===== config.mk =====
export PLATFORM = sky130hd
export DESIGN_NAME = rv_exec
export DESIGN_NICKNAME = d
export VERILOG_FILES = /design/src/design/rv_exec_pkg.sv /design/src/design/rv_decode.sv /design/src/design/rv_alu.sv /design/src/design/rv_lsu_align.sv /design/src/design/rv_commit.sv /design/src/design/rv_exec.sv
export VERILOG_INCLUDE_DIRS = /design/src /design/src/design
export SDC_FILE = /design/constraint.sdc
export NUM_CORES = 1
export LEC_CHECK = 0
export BUFFER_PORTS_ARGS = -buffer_cell sky130_fd_sc_hd__buf_2
export CELL_PAD_IN_SITES_DETAIL_PLACEMENT = 0
export CELL_PAD_IN_SITES_GLOBAL_PLACEMENT = 2
export CORE_UTILIZATION = 37
export CTS_BUF_LIST = sky130_fd_sc_hd__clkbuf_8
export DETAILED_ROUTE_END_ITERATION = 10
export PLACE_DENSITY_LB_ADDON = 0.12
export SLEW_MARGIN = 5
export SYNTH_ARGS = -nofsm -noshare
export SYNTH_HDL_FRONTEND = slang
export SYNTH_HIERARCHICAL = 1
export SYNTH_SLANG_ARGS = --single-unit

===== constraint.sdc =====
create_clock -name clk -period 19.1 [get_ports clk]
set_input_delay 0.955 -clock clk [delete_from_list [all_inputs] [get_ports clk]]
set_output_delay 0.955 -clock clk [all_outputs]
set_load 0.02 [all_outputs]

===== src/design/rv_exec_macros.svh =====
`ifndef RV_EXEC_MACROS_SVH
`define RV_EXEC_MACROS_SVH

// data and address width
`define XLEN 32

// register file index width
`define REG_ADDR_W 5

// bytes per instruction, for the link address
`define INS_STEP 4

`endif


===== src/design/rv_exec_pkg.sv =====
`include "rv_exec_macros.svh"

package rv_exec_pkg;

    // base opcodes handled by the execute stage
    typedef enum logic [6:0] {
        OP_IMM    = 7'b0010011,
        OP_REG    = 7'b0110011,
        OP_LUI    = 7'b0110111,
        OP_AUIPC  = 7'b0010111,
        OP_JAL    = 7'b1101111,
        OP_JALR   = 7'b1100111,
        OP_BRANCH = 7'b1100011,
        OP_LOAD   = 7'b0000011,
        OP_STORE  = 7'b0100011
    } opcode_e;

    typedef enum logic [3:0] {
        ALU_ADD,
        ALU_SUB,
        ALU_SLL,
        ALU_SLT,
        ALU_SLTU,
        ALU_XOR,
        ALU_SRL,
        ALU_SRA,
        ALU_OR,
        ALU_AND
    } alu_op_e;

    // what the commit stage does with the instruction
    typedef enum logic [2:0] {
        CK_NONE,
        CK_ALU,
        CK_LINK,
        CK_LOAD,
        CK_STORE,
        CK_BRANCH
    } ctrl_kind_e;

    typedef struct packed {
        logic [`XLEN-1:0]      ins_addr;
        opcode_e               opcode;
        logic [2:0]            funct3;
        logic [6:0]            funct7;
        logic [`XLEN-1:0]      imm;
        logic [`XLEN-1:0]      rs1_data;
        logic [`XLEN-1:0]      rs2_data;
        logic [`REG_ADDR_W-1:0] rd_addr;
    } dec_fields_t;

    typedef struct packed {
        alu_op_e          op;
        logic [`XLEN-1:0] operand_a;
        logic [`XLEN-1:0] operand_b;
    } alu_req_t;

    typedef struct packed {
        ctrl_kind_e             kind;
        logic [`REG_ADDR_W-1:0] rd_addr;
        logic [2:0]             funct3;
        // branch taken when alu result is zero
        logic                   take_on_zero;
        logic [`XLEN-1:0]       target_addr;
        logic [`XLEN-1:0]       link_addr;
        logic [`XLEN-1:0]       store_src;
    } ctrl_t;

    typedef struct packed {
        logic                   en;
        logic [`REG_ADDR_W-1:0] addr;
        logic [`XLEN-1:0]       data;
    } wb_t;

    typedef struct packed {
        logic             flag;
        logic [`XLEN-1:0] addr;
    } jump_t;

    typedef struct packed {
        logic             en;
        logic [`XLEN-1:0] addr;
        logic [`XLEN-1:0] data;
    } mem_wr_t;

endpackage


===== src/design/rv_decode.sv =====
`timescale 1ns/1ns

`include "rv_exec_macros.svh"

module rv_decode (
    input  rv_exec_pkg::dec_fields_t dec_i,
    output rv_exec_pkg::alu_req_t    alu_req_o,
    output rv_exec_pkg::ctrl_t       ctrl_o
);
    import rv_exec_pkg::*;

    always_comb
    begin
        alu_req_o.op        = ALU_ADD;
        alu_req_o.operand_a = dec_i.rs1_data;
        alu_req_o.operand_b = dec_i.imm;

        ctrl_o.kind         = CK_NONE;
        ctrl_o.rd_addr      = dec_i.rd_addr;
        ctrl_o.funct3       = dec_i.funct3;
        ctrl_o.take_on_zero = 1'b0;
        ctrl_o.target_addr  = dec_i.ins_addr + dec_i.imm;
        ctrl_o.link_addr    = dec_i.ins_addr + `XLEN'(`INS_STEP);
        ctrl_o.store_src    = dec_i.rs2_data;

        case (dec_i.opcode)
            OP_IMM:
            begin
                ctrl_o.kind = CK_ALU;
                case (dec_i.funct3)
                    3'b000: alu_req_o.op = ALU_ADD;
                    3'b001: alu_req_o.op = ALU_SLL;
                    3'b010: alu_req_o.op = ALU_SLT;
                    3'b011: alu_req_o.op = ALU_SLTU;
                    3'b100: alu_req_o.op = ALU_XOR;
                    // srai carries funct7 bit 5
                    3'b101: alu_req_o.op = dec_i.funct7[5] ? ALU_SRA : ALU_SRL;
                    3'b110: alu_req_o.op = ALU_OR;
                    default: alu_req_o.op = ALU_AND;
                endcase
            end
            OP_REG:
            begin
                ctrl_o.kind = CK_ALU;
                alu_req_o.operand_b = dec_i.rs2_data;
                case ({dec_i.funct7, dec_i.funct3})
                    10'b0000000_000: alu_req_o.op = ALU_ADD;
                    10'b0100000_000: alu_req_o.op = ALU_SUB;
                    10'b0000000_001: alu_req_o.op = ALU_SLL;
                    10'b0000000_010: alu_req_o.op = ALU_SLT;
                    10'b0000000_011: alu_req_o.op = ALU_SLTU;
                    10'b0000000_100: alu_req_o.op = ALU_XOR;
                    10'b0000000_101: alu_req_o.op = ALU_SRL;
                    10'b0100000_101: alu_req_o.op = ALU_SRA;
                    10'b0000000_110: alu_req_o.op = ALU_OR;
                    10'b0000000_111: alu_req_o.op = ALU_AND;
                    default: ctrl_o.kind = CK_NONE;
                endcase
            end
            // rs1 is expected to be x0 here
            OP_LUI:
            begin
                ctrl_o.kind = CK_ALU;
            end
            OP_AUIPC:
            begin
                ctrl_o.kind = CK_ALU;
                alu_req_o.operand_a = dec_i.ins_addr;
            end
            OP_JAL:
            begin
                ctrl_o.kind = CK_LINK;
                alu_req_o.operand_a = dec_i.ins_addr;
            end
            OP_JALR:
            begin
                ctrl_o.kind = CK_LINK;
            end
            OP_BRANCH:
            begin
                ctrl_o.kind = CK_BRANCH;
                alu_req_o.operand_b = dec_i.rs2_data;
                // eq/ne via sub, lt/ge via slt(u)
                case (dec_i.funct3)
                    3'b000:
                    begin
                        alu_req_o.op = ALU_SUB;
                        ctrl_o.take_on_zero = 1'b1;
                    end
                    3'b001: alu_req_o.op = ALU_SUB;
                    3'b100: alu_req_o.op = ALU_SLT;
                    3'b101:
                    begin
                        alu_req_o.op = ALU_SLT;
                        ctrl_o.take_on_zero = 1'b1;
                    end
                    3'b110: alu_req_o.op = ALU_SLTU;
                    3'b111:
                    begin
                        alu_req_o.op = ALU_SLTU;
                        ctrl_o.take_on_zero = 1'b1;
                    end
                    default: ctrl_o.kind = CK_NONE;
                endcase
            end
            OP_LOAD:  ctrl_o.kind = CK_LOAD;
            OP_STORE: ctrl_o.kind = CK_STORE;
            default:  ctrl_o.kind = CK_NONE;
        endcase
    end

endmodule


===== src/design/rv_alu.sv =====
`timescale 1ns/1ns

`include "rv_exec_macros.svh"

module rv_alu (
    input  rv_exec_pkg::alu_req_t req_i,
    output logic [`XLEN-1:0]      res_o,
    output logic                  zero_o
);
    import rv_exec_pkg::*;

    logic [4:0] shamt;
    logic       lt_s;
    logic       lt_u;

    assign shamt = req_i.operand_b[4:0];
    assign lt_s  = $signed(req_i.operand_a) < $signed(req_i.operand_b);
    assign lt_u  = req_i.operand_a < req_i.operand_b;

    always_comb
    begin
        case (req_i.op)
            ALU_ADD:  res_o = req_i.operand_a + req_i.operand_b;
            ALU_SUB:  res_o = req_i.operand_a - req_i.operand_b;
            ALU_SLL:  res_o = req_i.operand_a << shamt;
            ALU_SLT:  res_o = {{(`XLEN-1){1'b0}}, lt_s};
            ALU_SLTU: res_o = {{(`XLEN-1){1'b0}}, lt_u};
            ALU_XOR:  res_o = req_i.operand_a ^ req_i.operand_b;
            ALU_SRL:  res_o = req_i.operand_a >> shamt;
            ALU_SRA:  res_o = $unsigned($signed(req_i.operand_a) >>> shamt);
            ALU_OR:   res_o = req_i.operand_a | req_i.operand_b;
            ALU_AND:  res_o = req_i.operand_a & req_i.operand_b;
            default:  res_o = '0;
        endcase
    end

    // branches read this flag
    assign zero_o = (res_o == '0);

endmodule


===== src/design/rv_lsu_align.sv =====
`timescale 1ns/1ns

`include "rv_exec_macros.svh"

module rv_lsu_align (
    input  logic [2:0]       funct3_i,
    input  logic [1:0]       byte_off_i,
    input  logic [`XLEN-1:0] mem_word_i,
    input  logic [`XLEN-1:0] store_src_i,
    output logic [`XLEN-1:0] load_data_o,
    output logic [`XLEN-1:0] store_data_o
);
    import rv_exec_pkg::*;

    logic [4:0]       byte_sh;
    logic [7:0]       ld_byte;
    logic [15:0]      ld_half;
    logic [`XLEN-1:0] byte_mask;
    logic [`XLEN-1:0] byte_ins;
    logic [`XLEN-1:0] shifted;

    assign byte_sh = {byte_off_i, 3'b000};
    assign shifted = mem_word_i >> byte_sh;
    assign ld_byte = shifted[7:0];

    // halfword lanes are only 0 or 2
    assign ld_half = (byte_off_i == 2'b00) ? mem_word_i[15:0] : mem_word_i[31:16];

    always_comb
    begin
        case (funct3_i)
            3'b000:  load_data_o = {{24{ld_byte[7]}}, ld_byte};
            3'b001:  load_data_o = {{16{ld_half[15]}}, ld_half};
            3'b100:  load_data_o = {24'h0, ld_byte};
            3'b101:  load_data_o = {16'h0, ld_half};
            default: load_data_o = mem_word_i;
        endcase
    end

    // new byte dropped into the old word
    assign byte_mask = `XLEN'(8'hff) << byte_sh;
    assign byte_ins  = `XLEN'(store_src_i[7:0]) << byte_sh;

    always_comb
    begin
        case (funct3_i)
            3'b000:
            begin
                store_data_o = (mem_word_i & ~byte_mask) | byte_ins;
            end
            3'b001:
            begin
                if (byte_off_i == 2'b00)
                begin
                    store_data_o = {mem_word_i[31:16], store_src_i[15:0]};
                end
                else
                begin
                    store_data_o = {store_src_i[15:0], mem_word_i[15:0]};
                end
            end
            default: store_data_o = store_src_i;
        endcase
    end

endmodule


===== src/design/rv_commit.sv =====
`timescale 1ns/1ns

`include "rv_exec_macros.svh"

module rv_commit (
    input  logic                  clk,
    input  logic                  rst_i,
    input  rv_exec_pkg::ctrl_t    ctrl_i,
    input  logic [`XLEN-1:0]      alu_res_i,
    input  logic                  alu_zero_i,
    input  logic [`XLEN-1:0]      load_data_i,
    input  logic [`XLEN-1:0]      store_data_i,
    input  logic [`XLEN-1:0]      mem_addr_i,
    output rv_exec_pkg::wb_t      wb_o,
    output rv_exec_pkg::jump_t    jump_o,
    output logic                  hold_o,
    output rv_exec_pkg::mem_wr_t  mem_wr_o
);
    import rv_exec_pkg::*;

    wb_t     wb_nxt;
    jump_t   jump_nxt;
    mem_wr_t mem_nxt;

    always_comb
    begin
        wb_nxt   = '0;
        jump_nxt = '0;
        mem_nxt  = '0;

        case (ctrl_i.kind)
            CK_ALU:
            begin
                wb_nxt = '{en: 1'b1, addr: ctrl_i.rd_addr, data: alu_res_i};
            end
            CK_LINK:
            begin
                wb_nxt   = '{en: 1'b1, addr: ctrl_i.rd_addr, data: ctrl_i.link_addr};
                jump_nxt = '{flag: 1'b1, addr: alu_res_i};
            end
            CK_LOAD:
            begin
                wb_nxt = '{en: 1'b1, addr: ctrl_i.rd_addr, data: load_data_i};
            end
            CK_STORE:
            begin
                mem_nxt = '{en: 1'b1, addr: mem_addr_i, data: store_data_i};
            end
            CK_BRANCH:
            begin
                if (alu_zero_i == ctrl_i.take_on_zero)
                begin
                    jump_nxt = '{flag: 1'b1, addr: ctrl_i.target_addr};
                end
            end
            default:
            begin
            end
        endcase
    end

    always_ff @(posedge clk)
    begin
        if (rst_i)
        begin
            wb_o     <= '0;
            jump_o   <= '0;
            hold_o   <= 1'b0;
            mem_wr_o <= '0;
        end
        else
        begin
            wb_o     <= wb_nxt;
            jump_o   <= jump_nxt;
            // fetch stalls on every redirect
            hold_o   <= jump_nxt.flag;
            mem_wr_o <= mem_nxt;
        end
    end

endmodule


===== src/design/rv_exec.sv =====
`timescale 1ns/1ns

`include "rv_exec_macros.svh"

module rv_exec (
    input  logic                     clk,
    input  logic                     rst_i,
    input  rv_exec_pkg::dec_fields_t dec_i,
    input  logic [`XLEN-1:0]         mem_rd_addr_i,
    input  logic [`XLEN-1:0]         mem_rd_data_i,
    output rv_exec_pkg::wb_t         wb_o,
    output rv_exec_pkg::jump_t       jump_o,
    output logic                     hold_o,
    output rv_exec_pkg::mem_wr_t     mem_wr_o
);
    import rv_exec_pkg::*;

    alu_req_t         alu_req;
    ctrl_t            ctrl;
    logic [`XLEN-1:0] alu_res;
    logic             alu_zero;
    logic [`XLEN-1:0] load_data;
    logic [`XLEN-1:0] store_data;

    rv_decode u_decode (
        .dec_i     (dec_i),
        .alu_req_o (alu_req),
        .ctrl_o    (ctrl)
    );

    rv_alu u_alu (
        .req_i  (alu_req),
        .res_o  (alu_res),
        .zero_o (alu_zero)
    );

    // memory word is the aligned one, low address bits pick the lane
    rv_lsu_align u_lsu_align (
        .funct3_i     (ctrl.funct3),
        .byte_off_i   (mem_rd_addr_i[1:0]),
        .mem_word_i   (mem_rd_data_i),
        .store_src_i  (ctrl.store_src),
        .load_data_o  (load_data),
        .store_data_o (store_data)
    );

    rv_commit u_commit (
        .clk          (clk),
        .rst_i        (rst_i),
        .ctrl_i       (ctrl),
        .alu_res_i    (alu_res),
        .alu_zero_i   (alu_zero),
        .load_data_i  (load_data),
        .store_data_i (store_data),
        .mem_addr_i   (mem_rd_addr_i),
        .wb_o         (wb_o),
        .jump_o       (jump_o),
        .hold_o       (hold_o),
        .mem_wr_o     (mem_wr_o)
    );

endmodule


After elaboration in Yosys (flattened, before gate mapping). Index checks and enable logic that the tools add are counted.

Flip-flop bits (word level): 136. Input bits: 216. Output and inout port bits: 137. Logic and storage cells: 104.

Add/subtract/negate cells: 4. $lt $le $gt $ge: 2. Equality and inequality tests: 40. Shift operators: 6. Mux-type cells: 21. Bitwise gates (word level): 7. Reductions and logical operators: 16.

Operators with widths (number): case mux 32 bit (10 select lines) (1); case mux 32 bit (4 select lines) (1); case mux 38 bit (3 select lines) (1); two-way mux 32 bit (3); case mux 33 bit (2 select lines) (1); two-way mux 65 bit (1); adder 32 bit (2); AND 32 bit (2); less-than comparator 32 bit (2); OR 32 bit (2); case mux 32 bit (2 select lines) (1); == test 10 x 3 -> 1 bit, second input constant (4); case mux 4 bit (9 select lines) (1); two-way mux 33 bit (1); adder 32 x 3 -> 32 bit, second input constant (1); zero test 32 bit (1); NOT 32 bit (1); left shift 32 x 5 -> 32 bit (1); left shift 8 x 5 -> 32 bit (1); left shift 8 x 5 -> 32 bit, first input constant (1); right shift 32 x 5 -> 32 bit (1); right shift 32 x 5 -> 8 bit (1); >>> shifter 32 x 5 -> 32 bit (1); subtractor 32 bit (1); 32 further kinds (63).

Logic depth before layout (Yosys ltp). Gate-level depths: netlist (run 1).

Word-level depth: 10. Mapped depth: 29. Mapped depth without buffers: 22.

Modules after synthesis. Netlist (run 1), hierarchy kept.

Modules (own cells, without submodules): rv_alu (instances 1, cells an instance 1402, area each 9584.2 um2, seq. area each 0.0 um2); rv_commit (instances 1, cells an instance 375, area each 4511.8 um2, seq. area each 2722.6 um2); rv_decode (instances 1, cells an instance 498, area each 3731.1 um2, seq. area each 0.0 um2); rv_lsu_align (instances 1, cells an instance 205, area each 1555.2 um2, seq. area each 0.0 um2).

Least setup slack after synthesis (run 1). Ideal clock, no wire load.

Path type: input -> register. From: input port dec_i[117] (netlist bit). To: register, netlist name u_commit/jump_o[10]. Library setup time: 0.117 ns. Data arrival time: 7.871 ns. Required time: 18.983 ns. Setup slack: 11.112 ns. Cell stages on the path: 28. Path buffers: 8. Cells stage by stage: nand3b_1 -> nor4b_2 -> nand2_1 -> nand2_1 -> buf_4 -> mux2_1 -> clkinv_1 -> clkbuf_1 -> buf_1 -> buf_1 -> clkbuf_1 -> ha_1 -> clkbuf_1 -> or4_1 -> a21oi_1 -> o31ai_1 -> o31ai_1 -> nor3_1 -> a2111oi_0 -> nor2_1 -> or4_1 -> or4_1 -> nor4_2 -> xnor2_1 -> and3_1 -> buf_4 -> buf_6 -> a22o_1.

RTL lines: from (decl) (line rv_exec.sv:8) `input rv_exec_pkg::dec_fields_t dec_i,`.

==> results of run 1 <==
==> metal layers <==
layer	wire length (microns)	vias to the layer above	global-route usage, %
li1	-	9617	-
met1	44100	10800	50.2
met2	47900	1438	62.0
met3	9600	289	6.53
met4	6280	6	20.6
met5	34	-	0
==> path summary, 6_finish.rpt <==
kind | startpoint | endpoint | cells after the start
worst max-delay path | dec_i[117] | u_commit/jump_o[1] | 25
worst min-delay path | mem_rd_addr_i[18] | u_commit/mem_wr_o[50] | 2
==> cells by family (layout without fill, tap and decap cells) <==
| group | count (synthesis) | count (layout) |
|---|---|---|
| other | 0 | 2 |
| AO/OA/AOI/OAI | 745 | 745 |
| flip-flops | 136 | 136 |
| multiplexers | 255 | 255 |
| XOR/XNOR | 72 | 72 |
| adder cells (fa/ha/maj) | 133 | 133 |
| buffers and inverters | 338 | 543 |
| AND/OR/NAND/NOR | 801 | 801 |
==> power breakdown <==
group	total [mW]	internal, mW	switching, mW
clock network	0.270	0.124	0.146
registers	0.285	0.284	0.000546
logic	0.523	0.177	0.347
==> metrics by stage <==
step / area (sq um) / setup slack, ns / utilization (%) / hold slack [ns] / total power [mW]
final: 21600 / 9.82 / 41.9 / 0.650 / 1.08
after global routing: 21600 / 9.64 / 41.9 / 0.634 / 1.12
after CTS: 21600 / 10.20 / 41.9 / 0.625 / 1.06
after detailed placement: 21100 / 9.71 / 41.0 / 1.16 / 0.793
after global placement: 21100 / 9.79 / 41.0 / 1.15 / 0.796
after floorplan: 19400 / 11.11 / - / 1.02 / 0.615
==> area by class of cell <==
cell class	instances	area (sq um)	share of cell area, %
diodes	2	5.00	0.0232
clock buffers	17	234	1.08
clock inverters	15	203	0.939
inverters	114	428	1.98
multi-input cells	2006	15000	69.7
flip-flops and latches	136	2720	12.6
well taps	680	851	3.94
repair buffers	397	2100	9.73
==> registers in the layout, summed over array words and instances (netlist names) <==
signal and count:
u_commit/mem_wr_o 65, u_commit/hold_o 1, u_commit/wb_o 38, u_commit/jump_o 32
==> critical path, stage by stage <==
cell	delay (ns)
buf_2	0.14
nand3b_1	0.21
nor4b_2	0.47
nand2_1	0.17
nand2_1	0.09
buf_4	0.44
mux2_1	0.37
buf_4	0.32
inv_2	0.63
ha_1	0.44
or4_1	0.59
a21oi_1	0.45
o31ai_1	0.23
buf_4	0.21
o31ai_1	0.51
xor2_1	0.19
nor2_1	0.08
a2111oi_0	0.69
nand4b_1	0.16
or4_1	0.54
nor4_2	0.30
xnor2_1	0.18
and3_1	0.74
buf_4	0.37
a22o_1	0.17
==> layout by cell type, fill, tap and decap left out, types with 19 or more instances in the layout <==
cell type,n
nand2b_1,19
mux2i_1,75
ha_1,129
nor3_1,48
a221o_1,21
xnor2_1,49
a21o_1,22
a22oi_1,67
inv_1,109
o22ai_1,27
o211ai_1,38
o21ai_0,103
a21oi_1,137
and2_1,83
nand4_1,38
a211oi_1,35
nor2b_1,28
nand2_1,208
buf_4,45
mux4_2,45
nand3_1,42
mux2_2,63
mux2_1,70
dfxtp_1,136
a31oi_1,25
o21ai_1,21
xor2_1,23
a22o_1,36
o31ai_1,23
nor2_1,203
buf_2,352
nor4_1,27
==> synth_stat cells, types with 38 or more instances <==
| cell type | n | area, sq um |
|---|---|---|
| a21oi_1 | 137 | 686 |
| a22oi_1 | 67 | 503 |
| and2_1 | 83 | 519 |
| buf_4 | 57 | 428 |
| clkbuf_1 | 97 | 364 |
| dfxtp_1 | 136 | 2720 |
| ha_1 | 129 | 1610 |
| inv_1 | 109 | 409 |
| mux2_1 | 72 | 811 |
| mux2_2 | 63 | 709 |
| mux2i_1 | 75 | 751 |
| mux4_2 | 45 | 1010 |
| nand2_1 | 208 | 781 |
| nand3_1 | 42 | 210 |
| nand4_1 | 38 | 238 |
| nor2_1 | 204 | 766 |
| nor3_1 | 50 | 250 |
| o211ai_1 | 38 | 285 |
| o21ai_0 | 105 | 526 |
| xnor2_1 | 49 | 429 |
==> metrics, run 1 <==
outcome=finished, final reports clean; Crit path arrival time=9.71 ns; pin count of the biggest net entering global routing=66; sequential-to-total area share from yosys stat=14.0%; Reg clk slew, reported paths=0.10 ns; starting density of the core=37.6%; H-tree level count=4; syn avg cell area=7.82 sq um; setup TNS=0 ns; worst slew pin tran=1.31 ns; Hold Crit Class=in2reg; PortBufs=352; DP HPWL=86.2 mm; Total Routing Usage GR=39.0%; first-pass GRT wire length=151 mm; yosys warns=6; layout cells sized above 1=22.8%; xor and xnor area share after synthesis=3.25%; Synth Area in Adders=8.69%; antenna violations before repair=10; Post-Synthesis Cell Area=19400 sq um; post-CTS sizing=0; WL final=108 mm; max_slew headroom=11.7%; setup violators final=0; Final min period=9.28 ns; CP required=19.54 ns; Placed Cells=3333; Pleak=9.15 nW; crit path kind=in2reg; Post-CTS Setup Bufs=0; count of different cell masters after synthesis=114; # rows=83; post-cts hold buffer count=0; RSZ-0062 raised after global routing=false; post-synthesis compound-gate area fraction=27.4%; drt first pass iters=8; Crit. End Element=register; Via density=6.58; placer congestion estimate=1.03; Root Buffer=clkbuf_8; IO Pins=353; mux contribution to synthesized area=16.9%; largest family of logic cells by synthesized area=compound AO/OA/AOI/OAI gates; FMAX=0.108 GHz; vias in the first global route=20500; TritonCTS clock tree=yes; Syn Inst Count=2480; Post-synth EDFFs=0; Num CTS Buffers=17; Post-synth ARST share=0%; drt wl/cell=32.1 microns; MaxCap Viol Count=0; ys flop type=dfxtp_1; Final period util=48.6%; Die X-Extent=231 microns; crit path max fanout=47; Final Hold Viols=0; Post-DRT Antenna Nets=0; core area=51500 sq um; area delta synth->final=11.3%; Layout Cells excl Fill=3367; Pwr Density=50.0 nW/um^2; simple-gate portion of the synthesized area=20.9%; Mapped Nets=2828; Final Max Tran Viols=0; Die ar.=53300 sq um; Worst VDD drop=36.7 uV; via count=22200; crit start category=input pin; grt ovf=0; Die Height=231 microns; initial DRC count=2455; clk sinks=136; Clock Path Buffers=2; nets=3020; DR DRC count=0; FILL cells=5377; number of synthesized register bits=136
Note: power is estimated with default switching activity, not from simulation.
==> inputs of run 2 (changes only) <==
--- a/config.mk
+++ b/config.mk
@@ -6,10 +6,11 @@
 export SDC_FILE = /design/constraint.sdc
 export NUM_CORES = 1
 export LEC_CHECK = 0
+export ABC_AREA = 1
 export BUFFER_PORTS_ARGS = -buffer_cell sky130_fd_sc_hd__buf_2
 export CELL_PAD_IN_SITES_DETAIL_PLACEMENT = 0
 export CELL_PAD_IN_SITES_GLOBAL_PLACEMENT = 2
-export CORE_UTILIZATION = 37
+export CORE_UTILIZATION = 30
 export CTS_BUF_LIST = sky130_fd_sc_hd__clkbuf_8
 export DETAILED_ROUTE_END_ITERATION = 10
 export PLACE_DENSITY_LB_ADDON = 0.12
==> constraint.sdc (replaced) <==
create_clock -name clk -period 8.8 [get_ports clk]
set_input_delay 0.44 -clock clk [delete_from_list [all_inputs] [get_ports clk]]
set_output_delay 0.44 -clock clk [all_outputs]
set_load 0.02 [all_outputs]
==> run 2 against run 1 <==
Against the previous run:
- synthesized cell count up 65%
- core utilization down 8.5 points
- sequential cell count unchanged
- setup slack worse by 7.2 ns
- worst hold slack worse by 0.51 ns
- first-iteration DRC count up 24%
- critical path depth up 8
- cell count up 56%
- sequential share of layout area down 1.4 points
- power up 130%
- area after synthesis up 14%
- largest cell class unchanged
- largest power group unchanged
- highest routed layer is now met4
==> metrics, run 2 <==
setup violators final=0 (unchanged); clk sinks=136 (unchanged); top cells by area, synth=nand2_1 22%, dfxtp_1 12%, nand3_1 12%, inv_1 9.9%, ha_1 7.3% (was dfxtp_1 14%, ha_1 8.3%, mux4_2 5.2%, mux2_1 4.2%, nand2_1 4.0%); Root Buffer=clkbuf_8 (unchanged); max_slew headroom=31.4% (was 11.7%); Layout Cells excl Fill=5245 (was 3367); antenna violations before repair=3 (was 10); H-tree level count=4 (unchanged); hold_sp=mem_rd_addr_i[25] (was mem_rd_addr_i[18]); placer congestion estimate=0.998 (was 1.03); Post-CTS Setup Bufs=0 (unchanged); crit path kind=in2reg (unchanged); PortBufs=352 (unchanged); count of different cell masters after synthesis=61 (was 114); Mapped Nets=4440 (was 2828); FILL cells=8703 (was 5377); core area=72800 sq um (was 51500 sq um); worst slew pin tran=1.02 ns (was 1.31 ns); most flop-heavy register=u_commit/mem_wr_o (unchanged); DP HPWL=110 mm (was 86.2 mm); drt first pass iters=6 (was 8); post-CTS sizing=0 (unchanged); top flop regs=u_commit/mem_wr_o (65), u_commit/wb_o (38), u_commit/jump_o (32) (unchanged); most common cell after layout, fill and taps aside=nand2_1 (was buf_2); nets=4621 (was 3020); post-cts hold buffer count=0 (unchanged); Reg clk slew, reported paths=0.10 ns (about the same); RSZ-0062 raised after global routing=false (unchanged); vias in the first global route=25700 (was 20500); TritonCTS clock tree=yes (unchanged); # rows=99 (was 83); Final min period=6.20 ns; Total Routing Usage GR=34.3% (was 39.0%); yosys warns=6 (unchanged); Post-synth top cells=1310 x nand2_1, 583 x inv_1, 544 x nand3_1 (was 208 x nand2_1, 204 x nor2_1, 137 x a21oi_1); layout cells sized above 1=13.4% (was 22.8%); Crit path arrival time=6.62 ns (was 9.71 ns); setup TNS=0 ns (unchanged); Num CTS Buffers=17 (unchanged); pin count of the biggest net entering global routing=69 (was 66); hold path depth=3 (was 2); Placed Cells=5213 (was 3333); CP max stage delay=0.72 ns (was 0.74 ns); via count=27900 (was 22200); critical path's slowest cell=nand2_1 (was and3_1); Pleak=13.7 nW (was 9.15 nW); crit path max fanout=34 (was 47); initial DRC count=3056 (was 2455); most frequent cells in the layout=1307 x nand2_1, 583 x inv_1, 543 x nand3_1, 364 x nor2_1, 352 x buf_2 (was 352 x buf_2, 208 x nand2_1, 203 x nor2_1, 137 x a21oi_1, 136 x dfxtp_1); ys flop type=dfxtp_1 (unchanged); DR DRC count=0 (unchanged); top cell type by total area after synthesis=nand2_1 (was dfxtp_1); sequential-to-total area share from yosys stat=12.4% (was 14.0%); post-synth top area share=22.3% (was 14.0%); xor and xnor area share after synthesis=1.79% (was 3.25%); Post-synth ARST share=0% (unchanged); Synth Area in Adders=7.60% (was 8.69%); mux contribution to synthesized area=1.17% (was 16.9%); max FFs per register=65 (unchanged); first-pass GRT wire length=185 mm (was 151 mm); Post-synth EDFFs=0 (unchanged); Via density=5.33 (was 6.58); count leader, synth=nand2_1 (unchanged); Post-DRT Antenna Nets=0 (unchanged); Hold Crit Class=in2reg (unchanged); Syn Inst Count=4092 (was 2480); Pwr Density=102 nW/um^2 (was 50.0 nW/um^2); starting density of the core=30.3% (was 37.6%); FMAX=0.161 GHz; MaxCap Viol Count=0 (unchanged); outcome=finished, final reports clean (unchanged); number of synthesized register bits=136 (unchanged); Final period util=70.5%; IO Pins=353 (unchanged); Post-Synthesis Cell Area=22000 sq um (was 19400 sq um); grt ovf=0 (unchanged); Final Max Tran Viols=0 (unchanged); most used cell along the critical path=nand2_1 (was buf_4); WL final=132 mm (was 108 mm); syn avg cell area=5.38 sq um (was 7.82 sq um); Crit. End Element=register (unchanged); area delta synth->final=10.3% (was 11.3%); largest family of logic cells by synthesized area=simple AND/OR/NAND/NOR gates (was compound AO/OA/AOI/OAI gates); Die Height=273 microns (was 231 microns); Die X-Extent=273 microns (was 231 microns); Final Hold Viols=0 (unchanged); CP required=9.21 ns (was 19.54 ns); drt wl/cell=25.1 microns (was 32.1 microns); simple-gate portion of the synthesized area=50.3% (was 20.9%); Worst VDD drop=84.7 uV (was 36.7 uV); Antenna Cells=0 (was 2); crit start category=input pin (unchanged); WHS Endpoint=u_commit/mem_wr_o[57] (was u_commit/mem_wr_o[50]); Die ar.=74500 sq um (was 53300 sq um); Clock Path Buffers=2 (unchanged); post-synthesis compound-gate area fraction=9.98% (was 27.4%)
-- run 2: worst max-delay path by stage --
stage          cells past startpoint                   to       start
2_1_floorplan                     37  u_commit/jump_o[10]  dec_i[112]
3_3_place_gp                      33   u_commit/jump_o[9]  dec_i[112]
3_5_place_dp                      35  u_commit/jump_o[29]  dec_i[112]
4_1_cts                           35  u_commit/jump_o[29]  dec_i[112]
5_1_grt                           35  u_commit/jump_o[26]  dec_i[112]
6_report                          33  u_commit/jump_o[27]  dec_i[112]
-- run 2: through the flow --
step           cell area (sq um)  power [mW]  util, %  setup WS (ns)  hold slack, ns
6_report                   24300        2.48     33.4           2.60           0.139
3_3_place_gp               23900        1.91     32.8           2.31           0.654
4_1_cts                    24300        2.46     33.4           2.77           0.105
5_1_grt                    24300        2.62     33.4           2.15           0.112
2_1_floorplan              22000        1.41        -           4.39           0.552
3_5_place_dp               23900        1.89     32.8           2.25           0.659
-- run 2: cell families after synthesis --
kind of cell,Yosys count
buf+inv,840
simple gates,2535
xor+xnor,45
compound gates,381
fa+ha+maj,132
mux,23
flops,136
-- run 2: power breakdown --
part	leakage [nW]	switching, mW	internal, mW
Clock	0.205	0.326	0.240
Sequential	1.10	0.00189	0.620
Combinational	12.4	0.956	0.336
Total	13.7	1.28	1.20
-- run 2: routing by layer --
layer / part of all wire, % / track usage, % / vias up
met1: 45 / 48.2 / 13100
li1: - / - / 13400
met2: 43 / 53.0 / 1277
met3: 8.2 / 5.74 / 149
met4: 3.1 / 9.88 / 0
met5: 0 / 0 / -
-- run 2: layout make-up --
| type | instances | area [sq um] | share of cell area [%] |
|---|---|---|---|
| timing repair buffer | 387 | 2020 | 8.33 |
| clock buffer | 17 | 234 | 0.962 |
| sequential | 136 | 2720 | 11.2 |
| tap | 959 | 1200 | 4.94 |
| multi-input combinational | 3116 | 15600 | 64.3 |
| inverter | 615 | 2320 | 9.54 |
| clock inverter | 15 | 181 | 0.746 |
-- run 2: worst max-delay path, delay by kind of cell --
family          cells  cell delay, ns
buf+inv             7            1.37
simple gates       23            3.94
compound gates      1            0.18
fa+ha+maj           2            0.62
